## config.mk

```make
export PLATFORM = sky130hd
export DESIGN_NAME = block_dispatch_top
export DESIGN_NICKNAME = d
export VERILOG_FILES = /design/src/rtl/work_cfg_pkg.sv /design/src/rtl/block_sched_pkg.sv /design/src/rtl/nd_stride_adder.sv /design/src/rtl/pending_counter.sv /design/src/rtl/block_looper.sv /design/src/rtl/block_worker.sv /design/src/rtl/block_dispatch_top.sv
export SDC_FILE = /design/constraint.sdc
export NUM_CORES = 1
export LEC_CHECK = 0
export CAP_MARGIN = 20
export CORE_UTILIZATION = 63
export CTS_CLUSTER_SIZE = 25
export DETAILED_ROUTE_END_ITERATION = 10
export DONT_BUFFER_PORTS = 1
export PLACE_DENSITY_LB_ADDON = 0.12
export SLEW_MARGIN = 20
export SYNTH_ARGS = -nofsm -noshare
export SYNTH_HDL_FRONTEND = slang
export SYNTH_SLANG_ARGS = --single-unit
```

## constraint.sdc

```tcl
create_clock -name i_clk -period 4.51 [get_ports i_clk]
set_clock_uncertainty 0.05 [all_clocks]
set_input_delay 0.451 -clock i_clk [delete_from_list [all_inputs] [get_ports i_clk]]
set_output_delay 0.451 -clock i_clk [all_outputs]
set_load 0.02 [all_outputs]
```

## src/rtl/work_cfg_pkg.sv

```systemverilog
package work_cfg_pkg;

//======================================================================
// Grid geometry
//======================================================================

// Bit width of one grid coordinate
// Steps and ends use the same width
parameter int WORK_BW = 8;

// Number of grid dimensions
// Dimension 0 is the fastest one in the walk
parameter int VDIM = 2;

endpackage

```

## src/rtl/block_sched_pkg.sv

```systemverilog
package block_sched_pkg;

//======================================================================
// Block scheduling limits
//======================================================================

// Blocks that may be issued but not yet retired
parameter int MAX_PENDING_BLOCK = 3;

// Width that holds 0 up to the pending limit
parameter int PEND_CW = $clog2(MAX_PENDING_BLOCK + 1);

// Worker queue entries
// Must cover the pending limit so an offered offset is never refused
parameter int WORKER_QDEPTH = 4;

// Service time is base plus the masked coordinate sum
parameter int WORKER_DLY_BASE = 2;
parameter int WORKER_DLY_MASK = 3;

endpackage

```

## src/rtl/nd_stride_adder.sv

```systemverilog
`timescale 1ns/100ps

module nd_stride_adder #(
	parameter int WBW = work_cfg_pkg::WORK_BW,
	parameter int DIM = work_cfg_pkg::VDIM
) (
	input  logic [WBW-1:0] i_cur    [DIM],
	input  logic [WBW-1:0] i_stride [DIM],
	input  logic [WBW-1:0] i_end    [DIM],
	output logic [WBW-1:0] o_nxt    [DIM],
	output logic           o_carry
);

//======================================================================
// Odometer step
//======================================================================

// Carry into each dimension
// Dimension 0 always takes the step
logic [DIM:0] carry;

assign carry[0] = 1'b1;

for (genvar d = 0; d < DIM; d++) begin : g_dim
	// One extra bit so a sum near the top of the range cannot alias low
	logic [WBW:0] sum;
	logic         wrap;

	assign sum  = {1'b0, i_cur[d]} + {1'b0, i_stride[d]};
	// Wrap once the sum reaches the end of this dimension
	assign wrap = sum >= {1'b0, i_end[d]};

	// Without a carry in, the coordinate holds
	assign o_nxt[d] = !carry[d] ? i_cur[d] :
		wrap ? '0 : sum[WBW-1:0];

	// Ripple into the next dimension only on a wrap
	assign carry[d+1] = carry[d] && wrap;
end

// Carry out of the top dimension marks the last block
assign o_carry = carry[DIM];

endmodule

```

## src/rtl/pending_counter.sv

```systemverilog
`timescale 1ns/100ps

module pending_counter #(
	parameter int N_PENDING = block_sched_pkg::MAX_PENDING_BLOCK
) (
	input  logic i_clk,
	input  logic i_rst,
	input  logic i_inc,
	input  logic i_dec,
	output logic o_full,
	output logic o_empty
);

// Wide enough to hold the limit itself
localparam int CW = $clog2(N_PENDING + 1);

logic [CW-1:0] cnt;

assign o_full  = cnt == CW'(N_PENDING);
assign o_empty = cnt == '0;

// Issue and retire in one cycle cancel out
always_ff @(posedge i_clk) begin
	if (i_rst) begin
		cnt <= '0;
	end else if (i_inc && !i_dec) begin
		cnt <= cnt + 1'b1;
	end else if (i_dec && !i_inc) begin
		cnt <= cnt - 1'b1;
	end
end

//======================================================================
// Checks
//======================================================================

// Issuer must respect the full flag
a_no_inc_full: assert property (@(posedge i_clk) disable iff (i_rst)
	(i_inc && !i_dec) |-> !o_full);

// Worker never retires a block that was not issued
a_no_dec_empty: assert property (@(posedge i_clk) disable iff (i_rst)
	(i_dec && !i_inc) |-> !o_empty);

endmodule

```

## src/rtl/block_looper.sv

```systemverilog
`timescale 1ns/100ps

module block_looper #(
	parameter int WBW       = work_cfg_pkg::WORK_BW,
	parameter int DIM       = work_cfg_pkg::VDIM,
	parameter int N_PENDING = block_sched_pkg::MAX_PENDING_BLOCK
) (
	input  logic           i_clk,
	input  logic           i_rst,
	input  logic           i_src_rdy,
	output logic           o_src_ack,
	input  logic [WBW-1:0] i_bgrid_step [DIM],
	input  logic [WBW-1:0] i_bgrid_end  [DIM],
	output logic           o_bofs_rdy,
	input  logic           i_bofs_ack,
	output logic [WBW-1:0] o_bofs       [DIM],
	input  logic           i_blkdone_dval
);

//======================================================================
// Internal
//======================================================================

// Phases of one command
localparam logic [1:0] S_IDLE  = 2'd0;
localparam logic [1:0] S_ISSUE = 2'd1;
localparam logic [1:0] S_DRAIN = 2'd2;

logic [1:0]     state;
logic [WBW-1:0] step_q   [DIM];
logic [WBW-1:0] end_q    [DIM];
logic [WBW-1:0] bofs_nxt [DIM];
logic           last_block;
logic           blk_full;
logic           blk_empty;
logic           bofs_xfer;
logic           cmd_take;
logic [DIM-1:0] step_nz;

// Command accepted only while idle
assign cmd_take = (state == S_IDLE) && i_src_rdy;

// Offer offsets until the pending limit is hit
// Rdy cannot fall without a transfer since the count only drops meanwhile
assign o_bofs_rdy = (state == S_ISSUE) && !blk_full;
assign bofs_xfer  = o_bofs_rdy && i_bofs_ack;

// Single-cycle ack once every issued block has come back
assign o_src_ack = (state == S_DRAIN) && blk_empty;

//======================================================================
// Submodules
//======================================================================

nd_stride_adder #(
	.WBW (WBW),
	.DIM (DIM)
) u_adder (
	.i_cur    (o_bofs),
	.i_stride (step_q),
	.i_end    (end_q),
	.o_nxt    (bofs_nxt),
	.o_carry  (last_block)
);

pending_counter #(
	.N_PENDING (N_PENDING)
) u_pending (
	.i_clk   (i_clk),
	.i_rst   (i_rst),
	.i_inc   (bofs_xfer),
	.i_dec   (i_blkdone_dval),
	.o_full  (blk_full),
	.o_empty (blk_empty)
);

//======================================================================
// Sequential
//======================================================================

always_ff @(posedge i_clk) begin
	if (i_rst) begin
		state <= S_IDLE;
	end else begin
		case (state)
			S_IDLE:  if (i_src_rdy) state <= S_ISSUE;
			// Carry out on a transfer means that was the final block
			S_ISSUE: if (bofs_xfer && last_block) state <= S_DRAIN;
			S_DRAIN: if (blk_empty) state <= S_IDLE;
			default: state <= S_IDLE;
		endcase
	end
end

// Grid shape held for the whole command
always_ff @(posedge i_clk) begin
	if (cmd_take) begin
		step_q <= i_bgrid_step;
		end_q  <= i_bgrid_end;
	end
end

// Walk starts from zero and returns there on ack
always_ff @(posedge i_clk) begin
	if (i_rst || o_src_ack) begin
		for (int i = 0; i < DIM; i++) begin
			o_bofs[i] <= '0;
		end
	end else if (bofs_xfer && !last_block) begin
		o_bofs <= bofs_nxt;
	end
end

//======================================================================
// Checks
//======================================================================

for (genvar d = 0; d < DIM; d++) begin : g_step_nz
	assign step_nz[d] = |step_q[d];
end

// A zero step would stall the odometer forever
a_step_nonzero: assert property (@(posedge i_clk) disable iff (i_rst)
	(state != S_IDLE) |-> &step_nz);

endmodule

```

## src/rtl/block_worker.sv

```systemverilog
`timescale 1ns/100ps

module block_worker #(
	parameter int WBW = work_cfg_pkg::WORK_BW,
	parameter int DIM = work_cfg_pkg::VDIM
) (
	input  logic           i_clk,
	input  logic           i_rst,
	input  logic           i_bofs_rdy,
	output logic           o_bofs_ack,
	input  logic [WBW-1:0] i_bofs     [DIM],
	output logic           o_blkdone_dval,
	output logic [WBW-1:0] o_done_ofs [DIM]
);

localparam int QD = block_sched_pkg::WORKER_QDEPTH;
localparam int AW = (QD > 1) ? $clog2(QD) : 1;
localparam int DW = $clog2(block_sched_pkg::WORKER_DLY_BASE +
	block_sched_pkg::WORKER_DLY_MASK + 1);

//======================================================================
// Queue
//======================================================================

logic [WBW-1:0] q_mem [QD][DIM];
logic [AW-1:0]  wr_ptr;
logic [AW-1:0]  rd_ptr;
logic [AW:0]    q_cnt;
logic           push;
logic           pop;
logic           busy;
logic [DW-1:0]  dly_cnt;
logic [DW-1:0]  head_dly;
logic [WBW-1:0] head_sum;

// Take an offset whenever there is space
assign o_bofs_ack = q_cnt != (AW+1)'(QD);
assign push       = i_bofs_rdy && o_bofs_ack;
// Head retires when its countdown has run out
assign pop        = busy && (dly_cnt == '0);

always_ff @(posedge i_clk) begin
	if (push) begin
		q_mem[wr_ptr] <= i_bofs;
	end
end

always_ff @(posedge i_clk) begin
	if (i_rst) begin
		wr_ptr <= '0;
		rd_ptr <= '0;
		q_cnt  <= '0;
	end else begin
		if (push) wr_ptr <= (wr_ptr == AW'(QD - 1)) ? '0 : wr_ptr + 1'b1;
		if (pop)  rd_ptr <= (rd_ptr == AW'(QD - 1)) ? '0 : rd_ptr + 1'b1;
		if (push && !pop) begin
			q_cnt <= q_cnt + 1'b1;
		end else if (pop && !push) begin
			q_cnt <= q_cnt - 1'b1;
		end
	end
end

//======================================================================
// Service delay
//======================================================================

// Coordinate sum of the head entry
always_comb begin
	head_sum = '0;
	for (int d = 0; d < DIM; d++) begin
		head_sum = head_sum + q_mem[rd_ptr][d];
	end
end

assign head_dly = DW'(block_sched_pkg::WORKER_DLY_BASE) +
	DW'(head_sum & WBW'(block_sched_pkg::WORKER_DLY_MASK));

// Countdown is loaded when an entry first reaches the head
always_ff @(posedge i_clk) begin
	if (i_rst) begin
		busy    <= 1'b0;
		dly_cnt <= '0;
	end else if (!busy && q_cnt != '0) begin
		busy    <= 1'b1;
		dly_cnt <= head_dly;
	end else if (pop) begin
		busy    <= 1'b0;
	end else if (busy) begin
		dly_cnt <= dly_cnt - 1'b1;
	end
end

// One done pulse per retired block in issue order
always_ff @(posedge i_clk) begin
	if (i_rst) begin
		o_blkdone_dval <= 1'b0;
		for (int i = 0; i < DIM; i++) begin
			o_done_ofs[i] <= '0;
		end
	end else begin
		o_blkdone_dval <= pop;
		if (pop) o_done_ofs <= q_mem[rd_ptr];
	end
end

// Pending limit upstream must keep offers within the queue depth
a_no_overflow: assert property (@(posedge i_clk) disable iff (i_rst)
	i_bofs_rdy |-> q_cnt != (AW+1)'(QD));

endmodule

```

## src/rtl/block_dispatch_top.sv

```systemverilog
`timescale 1ns/100ps

module block_dispatch_top #(
	parameter int WBW       = work_cfg_pkg::WORK_BW,
	parameter int DIM       = work_cfg_pkg::VDIM,
	parameter int N_PENDING = block_sched_pkg::MAX_PENDING_BLOCK
) (
	input  logic           i_clk,
	input  logic           i_rst,
	input  logic           i_src_rdy,
	output logic           o_src_ack,
	input  logic [WBW-1:0] i_bgrid_step [DIM],
	input  logic [WBW-1:0] i_bgrid_end  [DIM],
	output logic           o_bofs_valid,
	output logic [WBW-1:0] o_bofs       [DIM],
	output logic           o_done_valid,
	output logic [WBW-1:0] o_done_ofs   [DIM]
);

//======================================================================
// Looper to worker wires
//======================================================================

logic bofs_rdy;
logic bofs_ack;
logic blkdone_dval;

// Monitor copies of each transfer and each retirement
assign o_bofs_valid = bofs_rdy && bofs_ack;
assign o_done_valid = blkdone_dval;

block_looper #(
	.WBW       (WBW),
	.DIM       (DIM),
	.N_PENDING (N_PENDING)
) u_looper (
	.i_clk          (i_clk),
	.i_rst          (i_rst),
	.i_src_rdy      (i_src_rdy),
	.o_src_ack      (o_src_ack),
	.i_bgrid_step   (i_bgrid_step),
	.i_bgrid_end    (i_bgrid_end),
	.o_bofs_rdy     (bofs_rdy),
	.i_bofs_ack     (bofs_ack),
	.o_bofs         (o_bofs),
	.i_blkdone_dval (blkdone_dval)
);

// Stand-in for the compute units
block_worker #(
	.WBW (WBW),
	.DIM (DIM)
) u_worker (
	.i_clk          (i_clk),
	.i_rst          (i_rst),
	.i_bofs_rdy     (bofs_rdy),
	.o_bofs_ack     (bofs_ack),
	.i_bofs         (o_bofs),
	.o_blkdone_dval (blkdone_dval),
	.o_done_ofs     (o_done_ofs)
);

endmodule

```

== Yosys cells after proc, flatten, opt, wreduce, memory -nomap -nowiden ==
Memory sizes are Yosys's and may differ from the RTL's. A register that Yosys moved wholly into a read port is not among the register bits.
Cells that the tools add are included.

* Add/subtract/negate cells: 11
* Magnitude comparators: 2
* Eq/ne operators: 10
* Multiplexer cells: 21
* Reduce and logical (&&, ||, !) cells: 31

{| class="wikitable"
|+ Operators with widths
! kind !! count
|-
| adder 8 x 8 -> 9 bit || 2
|-
| >= comparator 9 x 8 -> 1 bit || 2
|-
| 2-to-1 mux 2 bit || 9
|-
| 2-to-1 mux 8 bit || 2
|-
| 2-to-1 mux 3 bit || 5
|-
| logical AND 1 bit || 13
|-
| == test 2 bit (second input constant) || 4
|-
| nonzero test 2 bit || 4
|-
| adder 2 x 1 -> 2 bit (second input constant) || 3
|-
| zero test 1 bit || 6
|-
| inequality test 2 bit (second input constant) || 3
|-
| case mux 2 bit (3 select lines) || 1
|-
| subtractor 3 x 1 -> 3 bit (second input constant) || 2
|-
| zero test 2 bit || 2
|-
| 2-to-1 mux 1 bit || 4
|-
| AND reduction 2 bit || 2
|-
| adder 2 x 2 -> 3 bit (first input constant) || 1
|-
| adder 3 x 1 -> 3 bit (second input constant) || 1
|-
| zero test 3 bit || 1
|-
| inequality test 3 bit (second input constant) || 1
|-
| AND reduction 3 bit || 1
|-
| nonzero test 3 bit || 1
|-
| adder 2 bit || 1
|-
| == test 2 x 1 -> 1 bit (second input constant) || 1
|-
| other kinds (3) || 3
|}

* Bits in registers: 80
* Bits in writable memories: 64
* Input bits: 35
* Output and inout bits: 35
* Logic and storage cells: 92
* Memories: 1

{| class="wikitable"
|+ Memories
! memory !! words !! width !! rd ports !! clocked after Yosys merged registers in !! wr ports !! line !! source
|-
| u_worker.q_mem || 4 || 16 || 1 || 1 || 1 || block_worker.sv:25 || <nowiki>logic [WBW-1:0] q_mem [QD][DIM];</nowiki>
|}

== Logic depth before layout (Yosys ltp) ==
* Word-level depth: 8
* Gate-level depth with buffers: 14
* Mapped depth without buffers: 13

== Modules after synthesis ==
A second synthesis with hierarchy kept.

* Cell total of the unflattened synthesis: 538
* Area, all modules: 6,805.3 µm²

{| class="wikitable"
|+ By module, submodules not included
! module !! instances !! cells an instance !! area each (µm²)
|-
| block_worker || 1 || 248 || 3,738.6
|-
| block_looper || 1 || 117 || 1,689.1
|-
| nd_stride_adder || 1 || 160 || 1,266.2
|-
| pending_counter || 1 || 12 || 105.1
|-
| block_dispatch_top || 1 || 1 || 6.3
|}

== Worst setup path after synthesis ==
OpenSTA, ideal clock, no wires.

* Kind: input-to-reg
* From: input port i_src_rdy
* To: register u_looper.end_q[0] in the netlist's numbering (enable)
* Arrival: 2.821 ns
* Slack: 1.171 ns
* Stages on the path: 1
* Path buffers: 0
* Path through: nor3b_1

* Word-level cells in the longest chain between the ends: 1

{| class="wikitable"
|+ RTL lines
! item !! line !! source
|-
| from (decl) || block_dispatch_top.sv:10 || <nowiki>input logic i_src_rdy,</nowiki>
|-
| logical AND 1 bit || block_looper.sv:41 || <nowiki>assign cmd_take = (state == S_IDLE) && i_src_rdy;</nowiki>
|-
| to (signal assigned) || block_looper.sv:99 || <nowiki>end_q <= i_bgrid_end;</nowiki>
|-
| to (decl) || block_looper.sv:31 || <nowiki>logic [WBW-1:0] end_q [DIM];</nowiki>
|}

Every way passes these cells.
A chain may end at the register's enable or synchronous reset.

== Final worst setup path ==
* From: register u_looper.o_bofs[0] in the netlist's numbering
* To: register u_looper.o_bofs[14] in the netlist's numbering

* Word-level cells in the longest chain between the ends: 5

{| class="wikitable"
|+ RTL lines
! item !! line !! source
|-
| from (decl) || block_looper.sv:16 || <nowiki>output logic [WBW-1:0] o_bofs [DIM],</nowiki>
|-
| from (signal assigned) || block_looper.sv:110 || <nowiki>o_bofs <= bofs_nxt;</nowiki>
|-
| adder 8 x 8 -> 9 bit || nd_stride_adder.sv:29 || <nowiki>assign sum = {1'b0, i_cur[d]} + {1'b0, i_stride[d]};</nowiki>
|-
| >= comparator 9 x 8 -> 1 bit || nd_stride_adder.sv:31 || <nowiki>assign wrap = sum >= {1'b0, i_end[d]};</nowiki>
|-
| logical AND 1 bit || nd_stride_adder.sv:38 || <nowiki>assign carry[d+1] = carry[d] && wrap;</nowiki>
|-
| zero test 1 bit || block_looper.sv:109 || <nowiki>end else if (bofs_xfer && !last_block) begin</nowiki>
|-
| logical AND 1 bit || block_looper.sv:109 ||
|}

Every way passes these cells.

==> results.cfg <==
[routing]
drtPass1Iterations = 4
dr_wl_met3_um = 485
routed.top_layer = met4
viasPerCell = 5.78
wirelength_met1_um = 5100
wl_per_cell_um = 17.6
drcViolationCount = 0
wl_met2_um = 5920
final_antenna_net_count = 0
drt_iter0_drc = 148
finalWirelength_um = 11600
num_vias = 3815

[clocking]
cts_tree = yes
path_clk_slew_ns = 0.06
hold_buffers = 33
clockBufferDepth = 2
clock_sinks = 146
cts_setup_buffers = 0
cts_made_buffers = 17
post_cts_resized = 0
clkLatencyLatePin_ns = 0.51
cts_max_level = 4
root_buffer = clkbuf_8

[synthesis]
ys_seq_area_share_pct = 61.4
async_reset_ff_share_pct = 0
yosysTopAreaCell = edfxtp_1
synth_nets = 555
synth_area_per_cell_um2 = 13.3
synth-edff-count = 96
synth_area_leaders = edfxtp_1 (46%), dfxtp_1 (16%), ha_1 (8.3%)
netlist.area_leader.share_pct = 45.6
synthDistinctLibCells = 51
ys.flop_type = edfxtp_1
synthCells = 475
yosys_warnings = 0
yosys_register_bits = 146
syn_area_um2 = 6320

[floorplanning]
initial_core_util_pct = 65.0
die_h_um = 102
coreArea_um2 = 9730
die_area_um2 = 10400
ios = 70
die_w_um = 102
rows = 36

[setup_path]
critPathLaunchType = flip-flop
cp-end-kind = flip-flop
critPathKind = reg2reg
rrSetupSlack_ns = 0.65
cp_max_fo = 10
worst_ep_arrival_time_ns = 4.21
crit_required_ns = 4.86

[sta]
period_needed_ns = 3.86
tightest_slew_ns = 0.881
layout_setup_ws_ns = 0.654
hold_ws_ns = 0.101
report.final.slew_viol_count = 0
finalCritPeriodShare_pct = 85.5
rsz0062_at_grt = false
setup_tns_ns = 0
timing.fmax_mhz = 259
relSlewSlack_pct = 41.2
hold_viol = 0
finalSetupViolCount = 0

[global_route]
antenna_found_initial = 0
grtUsageTotal_pct = 24.7
grt_max_degree = 33
grt_pass1_wl_um = 18800
grt_pass1_vias = 3793
grt_overflow = 0

[finish]
nets = 594
final_common_cell = edfxtp_1
post-route-util_pct = 75.8
drive_gt1_share_pct = 10.6
diodes = 0
mostFrequentLayoutCells = edfxtp_1 (96), dfxtp_1 (50), a21oi_1 (42), ha_1 (42), nand2_1 (40)
area_growth_pct = 16.6

[hold_path]
hp-class = in2reg

[power]
power_frac_seq_pct = 42.6
power.density_nw_per_um2 = 655
ir_drop_uv = 296
switching_share_pct = 33.2
clkPwrFrac_pct = 28.8
internal-power_w = 0.00322
power_w = 0.00483
p_leak_nw = 2.80
power_switching_w = 0.00160
p_comb_share_pct = 28.6

[flow_run]
cap_violations = 0

[placement]
routabilityCongestion = 0.817
place_ws_ns = 0.705
hpwl_um = 7310
portBuffers = 0

[status]
outcome = finished, final reports clean
routing by layer:
layer,up-vias,global-route usage [%]
met5,-,0
met3,8,7.39
met2,103,40.9
li1,1847,-
met4,0,7.91
met1,1857,31.4
flip-flops by register name, summed over array words and instances, names as in the netlist, named ones only:
register,flops
u_looper.u_pending.cnt,2
u_worker.o_blkdone_dval,1
u_worker.o_done_ofs,16
u_worker.rd_ptr,2
u_worker.busy,1
u_looper.o_bofs,16
u_worker.q_mem,64
u_worker.wr_ptr,2
u_looper.step_q,16
u_worker.q_cnt,3
u_looper.end_q,16
u_worker.dly_cnt,3
u_looper.state,2
metrics by stage:
step                area (µm²)  std cells
global route              7370        660
floorplan                 6320        475
detailed placement        6450        595
global placement          6450        595
CTS                       7380        660
finish                    7370        660
cells in the mapped netlist (all sizes together) (2+ instances only):
cell type  count
a21oi         42
or3            4
buf            5
a22o           7
and2           5
xnor2         11
dfxtp         50
nand2b         3
mux4          16
o21bai         2
nand3         12
nor3           6
o21a           2
fa             3
inv           26
a31oi          2
nor3b          3
nor2          22
o211ai         2
nand2         40
ha            42
o21ai         18
and3           4
clkbuf        12
or2            2
a21o           6
xor2           7
o41ai          2
a211o          3
edfxtp        96
a211oi         5
mux2i          2
worst max-delay path: stages, from the launching register on:
cell      delay (ns)
dfxtp_1         0.43
ha_1            0.29
fa_1            0.42
a211oi_1        0.36
o21bai_1        0.14
a21oi_1         0.19
xnor2_1         0.18
ha_1            0.29
a21o_1          0.18
a221o_1         0.34
inv_1           0.08
and3_1          0.41
a211oi_4        0.12
a22o_1          0.27
area by class of cell:
cell class	count	area (µm²)
Sequential cell	146	3880
Fill cell	635	2360
Multi-Input combinational cell	286	2270
Clock buffer	24	503
Timing Repair Buffer	37	355
Tap cell	133	166
Clock inverter	8	97.6
Inverter	26	97.6
path summary, 6_finish.rpt:
check / start / endpoint / cells past startpoint
max: u_looper.o_bofs[0]$_SDFFE_PP0P_ / u_looper.o_bofs[14]$_SDFFE_PP0P_ / 13
min: i_src_rdy / u_looper.state[0]$_SDFFE_PP0P_ / 2
max reg2reg: u_looper.o_bofs[0]$_SDFFE_PP0P_ / u_looper.o_bofs[14]$_SDFFE_PP0P_ / 13
min reg2reg: u_worker.rd_ptr[1]$_SDFFE_PP0P_ / flip-flop / 2
cell families after synthesis:
family / Yosys count / share of synthesized area, %
compound gates: 100 / 10.2
xor+xnor: 18 / 2.49
fa+ha+maj: 45 / 9.26
buf+inv: 43 / 2.77
flops: 146 / 61.4
mux: 18 / 6.02
simple gates: 105 / 7.80
power by group through the flow:
stage / sequential [W] / clock (W) / combinational (W)
final: 0.00205 / 0.00139 / 0.00138
after global routing: 0.00210 / 0.00147 / 0.00157
after CTS: 0.00206 / 0.00140 / 0.00139
after detailed placement: 0.00209 / 0 / 0.00134
after global placement: 0.00207 / 0 / 0.00131
after floorplan: 0.00199 / 0 / 0.00111
No activity file was read; power rests on OpenSTA's default activity.
